$ cat src/common/trap_pkg.sv
//////////////////////////////////////////////////
// Trap unit package: widths, privilege and special-op enums,
// CSR addresses, cause codes, CSR address-to-slot lookup
//////////////////////////////////////////////////
`default_nettype none

package trap_pkg;

  typedef logic [31:0] xlen_t;      // Data or address word
  typedef logic [11:0] csr_addr_t;  // CSR address field
  typedef logic [2:0]  csr_slot_t;  // Index into implemented CSRs
  typedef logic [7:0]  cause_t;     // Trap cause code

  typedef enum logic [1:0] {
    priv_u = 2'd0,
    priv_m = 2'd3
  } priv_t;

  typedef enum logic [1:0] {
    spec_none  = 2'd0,
    spec_ecall = 2'd1,
    spec_mret  = 2'd2
  } special_t;

  // Implemented machine-mode CSRs
  localparam csr_addr_t csr_mstatus  = 12'h300;
  localparam csr_addr_t csr_mtvec    = 12'h305;
  localparam csr_addr_t csr_mscratch = 12'h340;
  localparam csr_addr_t csr_mepc     = 12'h341;
  localparam csr_addr_t csr_mcause   = 12'h342;

  // Storage slots, one per implemented CSR
  localparam csr_slot_t slot_mstatus  = 3'd0;
  localparam csr_slot_t slot_mtvec    = 3'd1;
  localparam csr_slot_t slot_mepc     = 3'd2;
  localparam csr_slot_t slot_mcause   = 3'd3;
  localparam csr_slot_t slot_mscratch = 3'd4;

  localparam cause_t cause_illegal = 8'd2;
  localparam cause_t cause_ecall_u = 8'd8;
  localparam cause_t cause_ecall_m = 8'd11;

  // mstatus fields
  localparam int mie_bit  = 3;
  localparam int mpie_bit = 7;
  localparam int mpp_lo   = 11;  // MPP is [12:11]

  // Slot of an address; hit low when the CSR is not implemented
  function automatic csr_slot_t csr_slot_of(input csr_addr_t addr, output logic hit);
    hit = 1'b1;
    case (addr)
      csr_mstatus:  csr_slot_of = slot_mstatus;
      csr_mtvec:    csr_slot_of = slot_mtvec;
      csr_mepc:     csr_slot_of = slot_mepc;
      csr_mcause:   csr_slot_of = slot_mcause;
      csr_mscratch: csr_slot_of = slot_mscratch;
      default: begin
        csr_slot_of = slot_mstatus;
        hit = 1'b0;
      end
    endcase
  endfunction

endpackage

`default_nettype wire
$ cat src/hdl/trap_unit.sv
//////////////////////////////////////////////////
// Trap unit top: decode, CSR file and redirect stages
//////////////////////////////////////////////////
`default_nettype none

module trap_unit #(
  parameter trap_pkg::xlen_t MTVEC_RESET = 32'h0
) (
  input  wire logic                clk,
  input  wire logic                reset,
  input  wire logic                retire_valid,
  input  wire trap_pkg::xlen_t     retire_pc,
  input  wire logic                retire_csr_en,
  input  wire trap_pkg::csr_addr_t retire_csr_addr,
  input  wire trap_pkg::xlen_t     retire_csr_wdata,
  input  wire trap_pkg::special_t  retire_special,
  input  wire logic                retire_exception,
  input  wire trap_pkg::cause_t    retire_cause,
  output logic                     redirect_valid,
  output trap_pkg::xlen_t          redirect_pc,
  output logic                     rd_valid,
  output trap_pkg::xlen_t          rd_data,
  output trap_pkg::priv_t          priv
);
  import trap_pkg::*;

  // Stage 1 to stage 2
  logic      op_valid;
  xlen_t     op_pc;
  logic      op_csr_write;
  csr_slot_t op_slot;
  xlen_t     op_wdata;
  logic      op_mret;
  logic      op_trap;
  cause_t    op_cause;
  priv_t     curr_priv;

  // Stage 2 to stage 3
  xlen_t csr_rdata;
  xlen_t mtvec_value;
  xlen_t mepc_value;
  logic  s2_valid, s2_csr, s2_trap, s2_mret;

  commit_decode commit_decode_i (
    .clk, .reset,
    .retire_valid, .retire_pc, .retire_csr_en, .retire_csr_addr,
    .retire_csr_wdata, .retire_special, .retire_exception, .retire_cause,
    .curr_priv,
    .op_valid, .op_pc, .op_csr_write, .op_slot, .op_wdata,
    .op_mret, .op_trap, .op_cause
  );

  csr_file #(.MTVEC_RESET(MTVEC_RESET)) csr_file_i (
    .clk, .reset,
    .op_valid, .op_pc, .op_csr_write, .op_slot, .op_wdata,
    .op_mret, .op_trap, .op_cause,
    .csr_rdata, .mtvec_value, .mepc_value, .curr_priv,
    .out_valid(s2_valid), .out_csr(s2_csr), .out_trap(s2_trap), .out_mret(s2_mret)
  );

  trap_redirect trap_redirect_i (
    .clk, .reset,
    .s2_valid, .s2_csr, .s2_trap, .s2_mret,
    .csr_rdata, .mtvec_value, .mepc_value,
    .redirect_valid, .redirect_pc, .rd_valid, .rd_data
  );

  assign priv = curr_priv;  // Live level, updated at end of stage 2

endmodule

`default_nettype wire

$ cat src/hdl/trap_redirect.sv
//////////////////////////////////////////////////
// Stage 3: registered fetch redirect and CSR read-back
//////////////////////////////////////////////////
`default_nettype none

module trap_redirect (
  input  wire logic            clk,
  input  wire logic            reset,
  input  wire logic            s2_valid,
  input  wire logic            s2_csr,
  input  wire logic            s2_trap,
  input  wire logic            s2_mret,
  input  wire trap_pkg::xlen_t csr_rdata,
  input  wire trap_pkg::xlen_t mtvec_value,
  input  wire trap_pkg::xlen_t mepc_value,
  output logic                 redirect_valid,
  output trap_pkg::xlen_t      redirect_pc,
  output logic                 rd_valid,
  output trap_pkg::xlen_t      rd_data
);
  import trap_pkg::*;

  logic  redirect_next;
  xlen_t target;  // Trap vector or return address

  assign redirect_next = s2_valid && (s2_trap || s2_mret);
  assign target        = s2_trap ? mtvec_value : mepc_value;

  always_ff @(posedge clk) begin
    if (reset) begin
      redirect_valid <= 1'b0;
      redirect_pc    <= '0;
    end else begin
      redirect_valid <= redirect_next;  // One-cycle strobe
      if (redirect_next)
        redirect_pc <= target;
    end
  end

  // Read-back of the value before the write
  always_ff @(posedge clk) begin
    if (reset) begin
      rd_valid <= 1'b0;
      rd_data  <= '0;
    end else begin
      rd_valid <= s2_valid && s2_csr;
      if (s2_valid && s2_csr)
        rd_data <= csr_rdata;
    end
  end

endmodule

`default_nettype wire

$ cat src/csr/csr_file.sv
//////////////////////////////////////////////////
// Stage 2: machine CSR storage, privilege level,
// trap entry, mret return and combinational read
//////////////////////////////////////////////////
`default_nettype none

module csr_file #(
  parameter trap_pkg::xlen_t MTVEC_RESET = 32'h0
) (
  input  wire logic                clk,
  input  wire logic                reset,
  input  wire logic                op_valid,
  input  wire trap_pkg::xlen_t     op_pc,
  input  wire logic                op_csr_write,
  input  wire trap_pkg::csr_slot_t op_slot,
  input  wire trap_pkg::xlen_t     op_wdata,
  input  wire logic                op_mret,
  input  wire logic                op_trap,
  input  wire trap_pkg::cause_t    op_cause,
  output trap_pkg::xlen_t          csr_rdata,
  output trap_pkg::xlen_t          mtvec_value,
  output trap_pkg::xlen_t          mepc_value,
  output trap_pkg::priv_t          curr_priv,
  output logic                     out_valid,
  output logic                     out_csr,
  output logic                     out_trap,
  output logic                     out_mret
);
  import trap_pkg::*;

  xlen_t mstatus;
  xlen_t mtvec;
  xlen_t mepc;
  xlen_t mcause;
  xlen_t mscratch;
  priv_t priv_q;

  logic [1:0] mpp;
  priv_t      mret_priv;  // Level restored by mret

  assign mpp       = mstatus[mpp_lo +: 2];
  assign mret_priv = (mpp == priv_m) ? priv_m : priv_u;  // Only U and M exist

  // Old value of the addressed CSR
  always_comb begin
    case (op_slot)
      slot_mstatus:  csr_rdata = mstatus;
      slot_mtvec:    csr_rdata = mtvec;
      slot_mepc:     csr_rdata = mepc;
      slot_mcause:   csr_rdata = mcause;
      slot_mscratch: csr_rdata = mscratch;
      default:       csr_rdata = '0;
    endcase
  end

  assign mtvec_value = mtvec;  // Pre-update target for this cycle's trap
  assign mepc_value  = mepc;
  assign curr_priv   = priv_q;

  // Stage-2 strobes toward redirect
  assign out_valid = op_valid;
  assign out_csr   = op_csr_write;
  assign out_trap  = op_trap;
  assign out_mret  = op_mret;

  always_ff @(posedge clk) begin
    if (reset) begin
      mstatus  <= '0;
      mtvec    <= MTVEC_RESET;
      mepc     <= '0;
      mcause   <= '0;
      mscratch <= '0;
      priv_q   <= priv_m;
    end else if (op_trap) begin
      // Trap entry
      mepc                  <= op_pc;
      mcause                <= {{($bits(xlen_t) - $bits(cause_t)){1'b0}}, op_cause};
      mstatus[mpie_bit]     <= mstatus[mie_bit];
      mstatus[mie_bit]      <= 1'b0;
      mstatus[mpp_lo +: 2]  <= priv_q;  // Remember where we came from
      priv_q                <= priv_m;
    end else if (op_mret) begin
      priv_q                <= mret_priv;
      mstatus[mie_bit]      <= mstatus[mpie_bit];
      mstatus[mpie_bit]     <= 1'b1;
      mstatus[mpp_lo +: 2]  <= priv_u;
    end else if (op_csr_write) begin
      case (op_slot)
        slot_mstatus:  mstatus  <= op_wdata;
        slot_mtvec:    mtvec    <= op_wdata;
        slot_mepc:     mepc     <= op_wdata;
        slot_mcause:   mcause   <= op_wdata;
        slot_mscratch: mscratch <= op_wdata;
        default: begin
          // Unused slots never reach here, decode traps them
        end
      endcase
    end
  end

endmodule

`default_nettype wire

$ cat src/hdl/commit_decode.sv
//////////////////////////////////////////////////
// Stage 1: retire register and trap/CSR/mret classification
//////////////////////////////////////////////////
`default_nettype none

module commit_decode (
  input  wire logic                clk,
  input  wire logic                reset,
  input  wire logic                retire_valid,
  input  wire trap_pkg::xlen_t     retire_pc,
  input  wire logic                retire_csr_en,
  input  wire trap_pkg::csr_addr_t retire_csr_addr,
  input  wire trap_pkg::xlen_t     retire_csr_wdata,
  input  wire trap_pkg::special_t  retire_special,
  input  wire logic                retire_exception,
  input  wire trap_pkg::cause_t    retire_cause,
  input  wire trap_pkg::priv_t     curr_priv,
  output logic                     op_valid,
  output trap_pkg::xlen_t          op_pc,
  output logic                     op_csr_write,
  output trap_pkg::csr_slot_t      op_slot,
  output trap_pkg::xlen_t          op_wdata,
  output logic                     op_mret,
  output logic                     op_trap,
  output trap_pkg::cause_t         op_cause
);
  import trap_pkg::*;

  logic      valid_q;
  logic      csr_en_q;
  csr_addr_t addr_q;
  special_t  special_q;
  logic      exc_q;
  cause_t    cause_q;

  logic      addr_hit;     // CSR address implemented
  logic      is_user;
  logic      is_ecall;
  logic      is_mret;
  logic      csr_illegal;  // User access or unknown address
  logic      mret_illegal;

  always_ff @(posedge clk) begin
    if (reset) valid_q <= 1'b0;
    else       valid_q <= retire_valid;
  end

  // Payload, only meaningful with valid_q
  always_ff @(posedge clk) begin
    op_pc     <= retire_pc;
    csr_en_q  <= retire_csr_en;
    addr_q    <= retire_csr_addr;
    op_wdata  <= retire_csr_wdata;
    special_q <= retire_special;
    exc_q     <= retire_exception;
    cause_q   <= retire_cause;
  end

  always_comb begin
    op_slot      = csr_slot_of(addr_q, addr_hit);
    is_user      = (curr_priv == priv_u);  // Privilege as of this cycle
    is_ecall     = (special_q == spec_ecall);
    is_mret      = (special_q == spec_mret);
    csr_illegal  = csr_en_q && (is_user || !addr_hit);
    mret_illegal = is_mret && is_user;

    op_valid = valid_q;
    op_trap  = valid_q && (exc_q || is_ecall || csr_illegal || mret_illegal);

    // ROB fault wins, then ecall, then illegal access
    if (exc_q)
      op_cause = cause_q;
    else if (is_ecall)
      op_cause = is_user ? cause_ecall_u : cause_ecall_m;
    else
      op_cause = cause_illegal;

    // Legal ops only when nothing above traps
    op_csr_write = valid_q && csr_en_q && !op_trap;
    op_mret      = valid_q && is_mret && !op_trap;
  end

endmodule

`default_nettype wire

$ cat config.mk
export PLATFORM = sky130hd
export DESIGN_NAME = trap_unit
export DESIGN_NICKNAME = d
export VERILOG_FILES = /design/src/common/trap_pkg.sv /design/src/hdl/trap_unit.sv /design/src/hdl/trap_redirect.sv /design/src/csr/csr_file.sv /design/src/hdl/commit_decode.sv
export SDC_FILE = /design/constraint.sdc
export NUM_CORES = 1
export LEC_CHECK = 0
export BUFFER_PORTS_ARGS = -buffer_cell sky130_fd_sc_hd__buf_2
export CAP_MARGIN = 10
export CORE_MARGIN = 5
export CORE_UTILIZATION = 51
export DETAILED_ROUTE_END_ITERATION = 6
export PLACE_DENSITY = 0.75
export SYNTH_ARGS = -nofsm -noshare
export SYNTH_HDL_FRONTEND = slang
export SYNTH_SLANG_ARGS = --single-unit
$ cat constraint.sdc
create_clock -name clk -period 2.35 [get_ports clk]
set_clock_uncertainty 0.15 [all_clocks]
set_input_delay 0.47 -clock clk [delete_from_list [all_inputs] [get_ports clk]]
set_output_delay 0.47 -clock clk [all_outputs]
set_load 0.02 [all_outputs]
==> results of run 1 <==
-- flip-flops by register name, indices dropped and copies added, names as in the netlist --
name                            count
trap_redirect_i.redirect_pc        32
commit_decode_i.op_valid            1
commit_decode_i.csr_en_q            1
trap_redirect_i.rd_data            32
csr_file_i.mscratch                32
commit_decode_i.cause_q             8
commit_decode_i.op_wdata           32
trap_redirect_i.rd_valid            1
csr_file_i.mstatus                 32
commit_decode_i.op_pc              32
csr_file_i.mtvec_value             32
commit_decode_i.addr_q             12
csr_file_i.mepc_value              32
trap_redirect_i.redirect_valid      1
csr_file_i.mcause                  32
commit_decode_i.exc_q               1
commit_decode_i.special_q           2
csr_file_i.curr_priv                1
-- what timing repair did --
item                                    4_1_cts  5_1_grt
gates cloned                                  1       28
buffers inserted                              5       36
hold buffers                                 89        0
endpoints found under the setup margin       69      219
hold endpoints to repair                     89        0
gates resized for setup                      15      312
pin swaps                                     8      116
-- metal layers --
layer	wire length (um)	vias to the layer above	part of all wire	global-route usage
li1	-	5284	-	-
met1	16600	5758	0.36	0.356
met2	20800	950	0.45	0.451
met3	6210	286	0.13	0.0556
met4	3010	2	0.065	0.0876
met5	46	-	0.00098	0
-- per-stage QoR --
step,setup WS [ns],instances,area (sq um)
CTS,-0.0185,1873,15200
floorplan,0.123,1327,11700
finish,-0.258,1935,17300
global placement,-0.145,1721,13100
global route,-0.282,1935,17300
detailed placement,-0.216,1721,13100
-- synth_stat cells (8+ instances only) --
| master | count | area, sq um |
|---|---|---|
| a21oi_1 | 126 | 631 |
| a222oi_1 | 32 | 320 |
| a22o_1 | 32 | 280 |
| a311oi_1 | 96 | 841 |
| buf_2 | 43 | 215 |
| buf_4 | 10 | 75.1 |
| clkbuf_1 | 64 | 240 |
| dfxtp_1 | 316 | 6330 |
| nand2_1 | 370 | 1390 |
| nand3_1 | 35 | 175 |
| nor2_1 | 107 | 402 |
| nor2b_1 | 8 | 50.1 |
| o21ai_0 | 9 | 45.0 |
-- area by class of cell --
type	count	area (sq um)
Clock buffer	41	873
Clock inverter	16	221
Fill cell	1330	5310
Inverter	7	28.8
Multi-Input combinational cell	885	5880
Sequential cell	316	6330
Tap cell	285	357
Timing Repair Buffer	385	3640
-- final timing paths --
path | to | slack (ns) | cells past startpoint
hold reg to reg | csr_file_i.mscratch[1] | 0.30 | 2
hold / removal | commit_decode_i.op_valid | 0.13 | 2
setup reg to reg | csr_file_i.mtvec_value[21] | -0.26 | 10
setup / recovery | csr_file_i.mtvec_value[21] | -0.26 | 10
-- cell families (layout without fill, tap and decap cells) --
kind of cell / count (synthesis) / after routing
mux: 2 / 2
simple gates: 557 / 557
buf+inv: 126 / 449
compound gates: 326 / 326
flops: 316 / 316
-- power breakdown --
group	switching [mW]	internal, mW	total, mW
Clock	2.18	3.16	5.33
Sequential	0.163	5.53	5.69
Combinational	0.490	0.413	0.903
Total	2.83	9.10	11.9
-- critical path, stage by stage (launching register included) --
cell	delay, ns
dfxtp_2	0.33
nor4_4	0.34
and4b_4	0.33
buf_6	0.12
buf_6	0.10
o211ai_4	0.15
nor3_4	0.24
buf_12	0.16
clkbuf_16	0.17
nand2_1	0.12
a21oi_2	0.31
==> out/qor.yml, run 1 <==
global_routing:
  grt_pass1_wl_um: 57500
  grt_overflow: 0
  grt_pass1_vias: 10800
  antenna_found_initial: 1
  grt_use_total: 0.271
  grt_start_max_net_pins: 73
place:
  hpwl_um: 21600
  io_buffers: 158
  gp_congestion: 0.847
cells_and_area:
  diodes: 0
  area.growth.synth_to_final_pct: 48.1
  layout_commonest_cell: "dfxtp_1"
  most-common-layout-cells: "dfxtp_1, nand2_1, buf_2"
  final_util: 0.765
  drive_above_1_share: 0.354
  finalNetCount: 1717
die:
  ios: 159
  die_area_sq_mm: 0.0261
  fp.dieW_um: 161
  fp.coreArea_sq_mm: 0.0226
  fp.dieH_um: 161
  start_util: 0.517
  num_rows: 55
synthesis:
  ys_dominant_reg_cell: "dfxtp_1"
  yosys.area_share.simple: 0.199
  synth_cell_type_count: 56
  synthAdderAreaFrac: 0
  synth_top_family_by_area: "compound AO/OA/AOI/OAI gates"
  synth_fp_nets: 1418
  ys_seq_area_frac: 0.541
  ys_ff_latch: 316
  synth_xor_area_frac: 0
  syn_area_sq_mm: 0.0117
  synth-async-reset-ratio: 0
  synthMuxAreaShare: 0.00171
  yosysWarnings: 0
  synth-compound-area-share: 0.209
  syn_area_per_cell_sq_um: 8.81
  synth_edf_count: 0
  syn_inst: 1327
timing:
  finalHoldViolCount: 0
  max_slew_margin: 0.511
  maxSlewViolCount: 0
  worst_slack_ns: -0.258
  grt_setup_unrepaired: "true"
  worst_slew_pin_slew_ns: 0.732
  fmax_mhz: 383
  setup_violations: 123
  timing.final.crit_share: 1.11
  setup_tns_ns: -6.04
  min_period_ns: 2.61
  holdWs_ns: 0.130
clock_tree:
  htree_levels: 1
  insertion_delay_ns: 0.59
  clk_path_buf_depth: 3
  cts_made_buffers: 31
  clk_pin_slew_ns: 0.07
  cts-root-buf: "clkbuf_16"
  cts.sinks: 316
  cts_tree: "built"
setup_path:
  cp-start-kind: "register"
  reg2reg_from: "commit_decode_i.addr_q[10]"
  arrival_ns: 2.94
  crit_path_start: "commit_decode_i.addr_q[10]"
  cp.required_ns: 2.69
  critPathMaxFanout: 8
  critPathKind: "reg2reg"
  endpoint_kind: "register"
power_and_ir_drop:
  p_leak_nw: 6.45
  vdd_drop_max_uv: 701
  p_per_area_mw_per_mm2: 688
  power_mw: 11.9
routing:
  drt-total-wl_um: 46700
  route.detailed.drc: 1
  drtIter0Drc: 1794
  firstDrtPassIters: 7
  antenna_left: 0
  vias_per_cell: 6.35
  vias: 12300
  wl_per_cell_um: 24.1
run_status:
  violations: "DRC, setup timing"
  outcome: "complete, but fails checks"
worst_hold_path:
  min_from: "reset"
  hold_class: "in2reg"
flow_run:
  max_cap_viol_count: 0
Power figures use the tool's default switching activity.
==> run 2: changes to the inputs <==
CORE_MARGIN = 2   (was 5)
CORE_UTILIZATION = 60   (was 51)
PLACE_DENSITY = 0.83   (was 0.75)
clock period = 3.25 ns   (was 2.35 ns; I/O delays follow)
==> run 2 against run 1 <==
The flow finishes with violations (DRC). Fmax down 4.4%. Global-route usage up 4.5 points. Sequential cell count unchanged. Via count down 14%. Worst hold slack worse by 0.085 ns. Cell area down 21%. Die area down 21%. Routed wire length down 29%. Sequential share of layout area up 10 points. Largest power group unchanged.
==> out/qor.yml, run 2 (synthesis gave the netlist of run 1 again) <==
cells_and_area:
  layout_commonest_cell: "nand2_1"
  drive_above_1_share: 0.181
  most-common-layout-cells: "nand2_1, dfxtp_1, buf_2"
  n_fill_cell: 1474
  area.growth.synth_to_final_pct: 16.3
  final_util: 0.706
  finalNetCount: 1525
  diodes: 0
place:
  post-place-ws_ns: 0.610
  io_buffers: 158
  hpwl_um: 19900
  gp_congestion: 0.873
clock_tree:
  cts_made_buffers: 30
  clk_pin_slew_ns: 0.06
  post_cts_buffers: 0
  clk_path_buf_depth: 3
  cts-root-buf: "clkbuf_16"
  cts_resized: 0
  cts.sinks: 316
  htree_levels: 1
  ctsHoldBuffers: 0
  insertion_delay_ns: 0.55
  cts_tree: "built"
timing:
  worst_slew_pin_slew_ns: 1.07
  min_period_ns: 2.73
  setup_tns_ns: 0
  holdWs_ns: 0.0450
  fmax_mhz: 367
  timing.final.crit_share: 0.839
  finalHoldViolCount: 0
  grt_setup_unrepaired: "false"
  setup_violations: 0
  worst_slack_ns: 0.522
  maxSlewViolCount: 0
  max_slew_margin: 0.289
global_routing:
  grtUsageMet3: 0.0536
  grt_util_met1: 0.415
  grt_use_total: 0.317
  grt.busiest_layer: "met2"
  antenna_found_initial: 0
  grt_overflow: 0
  grt_start_max_net_pins: 74
  grt_pass1_vias: 10100
  grt_pass1_wl_um: 52000
  grtUsageMet2: 0.528
die:
  fp.dieH_um: 144
  start_util: 0.607
  die_area_sq_mm: 0.0206
  fp.dieW_um: 144
  num_rows: 51
  ios: 159
  fp.coreArea_sq_mm: 0.0193
routing:
  route.detailed.drc: 1
  drt-total-wl_um: 33000
  vias_per_cell: 6.13
  wl_per_cell_um: 19.2
  firstDrtPassIters: 7
  vias: 10500
  drtIter0Drc: 1426
  antenna_left: 0
run_status:
  violations: "DRC"
  outcome: "complete, but fails checks"
power_and_ir_drop:
  vdd_drop_max_uv: 445
  power_mw: 7.99
  p_leak_nw: 5.06
  p_per_area_mw_per_mm2: 588
setup_path:
  arrival_ns: 3.05
  cp.required_ns: 3.57
  critPathKind: "reg2reg"
  critPathMaxFanout: 14
  cp-start-kind: "register"
  endpoint_kind: "register"
flow_run:
  max_cap_viol_count: 0
worst_hold_path:
  hold_class: "in2reg"
## run 2: cell count changes in the layout (fill, tap and decap cells not counted), sizes merged
cell / delta
clkbuf: -18
dlygate4sd3: -89
clkinvlp: -2
inv: -2
buf: -82
bufinv: -2
## run 2: stage by stage
stage / cell area [sq um] / std cells
final: 13600 / 1720
after global routing: 13600 / 1720
after CTS: 13600 / 1720
after detailed placement: 12600 / 1667
after global placement: 12600 / 1667
after floorplan: 11700 / 1327
## run 2: area by class of cell
cell class,instances,area [sq um],area share
multi-input cells,885,4840,0.356
repair buffers,194,1090,0.0803
inverters,7,26.3,0.00193
clock buffers,43,861,0.0633
well taps,265,332,0.0244
flip-flops and latches,316,6330,0.465
clock inverters,10,125,0.00920
## run 2: power by group
part	switching [mW]	internal (mW)	leakage [nW]
Sequential	0.111	4.00	2.59
Clock	1.42	2.06	0.490
Combinational	0.251	0.145	1.98
Total	1.79	6.21	5.06
## run 2: critical path, cell delays in order (launching register included)
cell,delay [ns]
dfxtp_1,0.46
inv_2,0.08
a211oi_1,0.52
o211ai_2,0.33
nor3_4,0.50
buf_4,0.33
nand2_1,0.08
a21oi_1,0.18
## run 2: worst paths after layout
kind                                  start                     endpoint  slack [ns]  cells past startpoint
setup / recovery  commit_decode_i.addr_q[6]      csr_file_i.mscratch[22]        0.52                      7
hold / removal          retire_csr_wdata[5]  commit_decode_i.op_wdata[5]        0.05                      1
setup reg to reg  commit_decode_i.addr_q[6]      csr_file_i.mscratch[22]        0.52                      7
hold reg to reg      csr_file_i.mscratch[9]       csr_file_i.mscratch[9]        0.30                      2
## run 2: routing by layer
metal,up-vias,share of wire
met5,-,0
li1,4873,-
met1,4901,0.39
met2,655,0.47
met4,0,0.032
met3,107,0.11
==> run 3: changes to the inputs <==
ABC_AREA = 1   (was not set)
CORE_UTILIZATION = 52   (was 60)
PLACE_DENSITY = 0.76   (was 0.83)
clock period = 2.2 ns   (was 3.25 ns; I/O delays follow)
==> run 3 against run 2 <==
Die area increased by 24%. Via count increased by 17%. Critical endpoint is now csr_file_i.mepc_value[17]. Register-to-register slack worse by 0.49 ns. The flow now finishes without violations. Clock power increased by 74%. Combinational power increased by 120%. Critical path depth is 7 higher. Critical path type unchanged. Utilization shrank 1.3 points. Routed wire length up 12%. Sequential cell count stayed put. Area after synthesis is 8.4% higher.
==> out/qor.yml, run 3 <==
place:
  hpwl_um: 21000
  io_buffers: 158
  gp_congestion: 0.863
synthesis:
  synth.most_common_cell: "nand2_1"
  synth_xor_area_frac: 0
  synth_edf_count: 0
  yosysWarnings: 0
  syn_area_per_cell_sq_um: 6.96
  ys_seq_area_frac: 0.499
  synthAdderAreaFrac: 0
  ys_dominant_reg_cell: "dfxtp_1"
  syn_area_sq_mm: 0.0127
  ys_ff_latch: 316
  synth_top_family_by_area: "simple AND/OR/NAND/NOR gates"
  yosys.area.top_type_share: 0.499
  synth_common_cells: "nand2_1, dfxtp_1, nor2_1"
  synth_fp_nets: 1914
  synthMuxAreaShare: 0
  yosys-top-cells-area: "dfxtp_1, nand2_1, nor2_1"
  syn_inst: 1823
  synth_top_area_cell: "dfxtp_1"
  synth-compound-area-share: 0.0931
  yosys.area_share.simple: 0.297
  synth_cell_type_count: 31
  synth-async-reset-ratio: 0
flow_run:
  max_cap_viol_count: 0
die:
  fp.dieH_um: 160
  start_util: 0.526
  fp.dieW_um: 160
  num_rows: 57
  ios: 159
  die_area_sq_mm: 0.0257
  fp.coreArea_sq_mm: 0.0241
timing:
  min_period_ns: 2.16
  fmax_mhz: 462
  setup_violations: 0
  finalHoldViolCount: 0
  grt_setup_unrepaired: "true"
  maxSlewViolCount: 0
  worst_slew_pin_slew_ns: 0.485
  timing.final.crit_share: 0.984
  holdWs_ns: 0.193
  max_slew_margin: 0.676
cells_and_area:
  area.growth.synth_to_final_pct: 31.8
  layout_commonest_cell: "nand2_1"
  most-common-layout-cells: "nand2_1, dfxtp_1, nor2_1"
  drive_above_1_share: 0.163
  diodes: 0
  finalNetCount: 2171
power_and_ir_drop:
  power_mw: 12.9
  p_per_area_mw_per_mm2: 772
  p_leak_nw: 8.19
  vdd_drop_max_uv: 756
worst_hold_path:
  hold_depth: 2
  hold_class: "in2reg"
setup_path:
  critPathMaxFanout: 5
  arrival_ns: 2.42
  critPathKind: "reg2reg"
  endpoint_kind: "register"
  cp.required_ns: 2.46
  cp-start-kind: "register"
  reg2regPathDepth: 14
global_routing:
  grt_pass1_wl_um: 56200
  grt_use_total: 0.267
  grt_overflow: 0
  grt_pass1_vias: 11500
  grt_start_max_net_pins: 76
  antenna_found_initial: 0
clock_tree:
  htree_levels: 2
  cts_made_buffers: 34
  clk_pin_slew_ns: 0.06
  cts.sinks: 316
  insertion_delay_ns: 0.52
  cts-root-buf: "clkbuf_16"
  clk_path_buf_depth: 3
  cts_tree: "built"
routing:
  vias: 12400
  drt-total-wl_um: 36900
  drtIter0Drc: 1171
  route.detailed.drc: 0
  antenna_left: 0
  wl_per_cell_um: 15.2
  firstDrtPassIters: 6
  vias_per_cell: 5.09
run_status:
  outcome: "finished, final reports clean"
-- run 3: cell count changes after synthesis, moves of 23 or more --
cell      before  now
o21ai_1        0   23
nand3_1       35  109
a21oi_1      126   36
a22o_1        32    0
a311oi_1      96    0
a222oi_1      32    0
o21ai_0        9   85
inv_1          6  247
nand2_1      370  508
nor2_1       107  280
o22ai_1        0   64
nor3_1         1   28
-- run 3: final timing paths --
kind	start	endpoint	slack, ns
min reg2reg	trap_redirect_i.rd_data[18]	trap_redirect_i.rd_data[18]	0.31
min	reset	trap_redirect_i.rd_data[2]	0.19
max reg2reg	commit_decode_i.special_q[0]	csr_file_i.mepc_value[17]	0.04
max	commit_decode_i.special_q[0]	csr_file_i.mepc_value[17]	0.04
-- run 3: critical path, cell delays in order, from the launching register on --
cell and delay [ns]:
dfxtp_1 0.30, inv_1 0.09, nor2_2 0.06, nor2_2 0.16, inv_1 0.12, a21oi_4 0.21, nand2_2 0.15, nand2_4 0.11
buf_4 0.14, nand2_4 0.10, nand2_8 0.15, clkbuf_16 0.16, nand2_1 0.04, nand2_1 0.06, nor2_1 0.05
-- run 3: report_power, final --
group	switching, mW	leakage [nW]	internal, mW
Combinational	0.478	5.01	0.401
Clock	2.29	0.597	3.78
Sequential	0.0970	2.58	5.86
-- run 3: timing repair --
| item | 4_1_cts | 5_1_grt |
|---|---|---|
| pin swaps | 0 | 15 |
| resized for setup | 3 | 57 |
| hold buffers | 89 | 0 |
| gates cloned | 0 | 14 |
| endpoints found under the hold margin | 89 | 0 |
| endpoints found under the setup margin | 86 | 211 |
| setup buffers | 0 | 11 |
-- run 3: final cells by class --
class | instances | area, sq um
clock buffers | 53 | 1100
clock inverters | 7 | 119
fillers | 1931 | 7390
inverters | 247 | 930
multi-input cells | 1155 | 5160
flip-flops and latches | 316 | 6330
well taps | 324 | 405
repair buffers | 326 | 2670
-- run 3: kinds of logic after synthesis --
group	count (synthesis)
compound gates	215
simple gates	938
flops	316
buf+inv	354
-- run 3: routing by layer --
metal,global-route usage,vias up,routed length [um]
met2,0.464,460,18300
met5,0,-,0
met1,0.338,5698,15200
li1,-,6132,-
met3,0.0387,78,2510
met4,0.0962,0,855
-- run 3: stage by stage --
stage / cells / setup WS [ns] / TNS, ns / utilization / instance area [sq um]
6_report: 2428 / 0.0361 / 0 / 0.693 / 16700
5_1_grt: 2428 / -0.0736 / -2.20 / 0.693 / 16700
4_1_cts: 2403 / 0.0125 / 0 / 0.670 / 16100
3_5_place_dp: 2254 / -0.0290 / -0.298 / 0.582 / 14000
3_3_place_gp: 2254 / 0.0175 / 0 / 0.582 / 14000
2_1_floorplan: 1823 / 0.295 / 0 / - / 12700
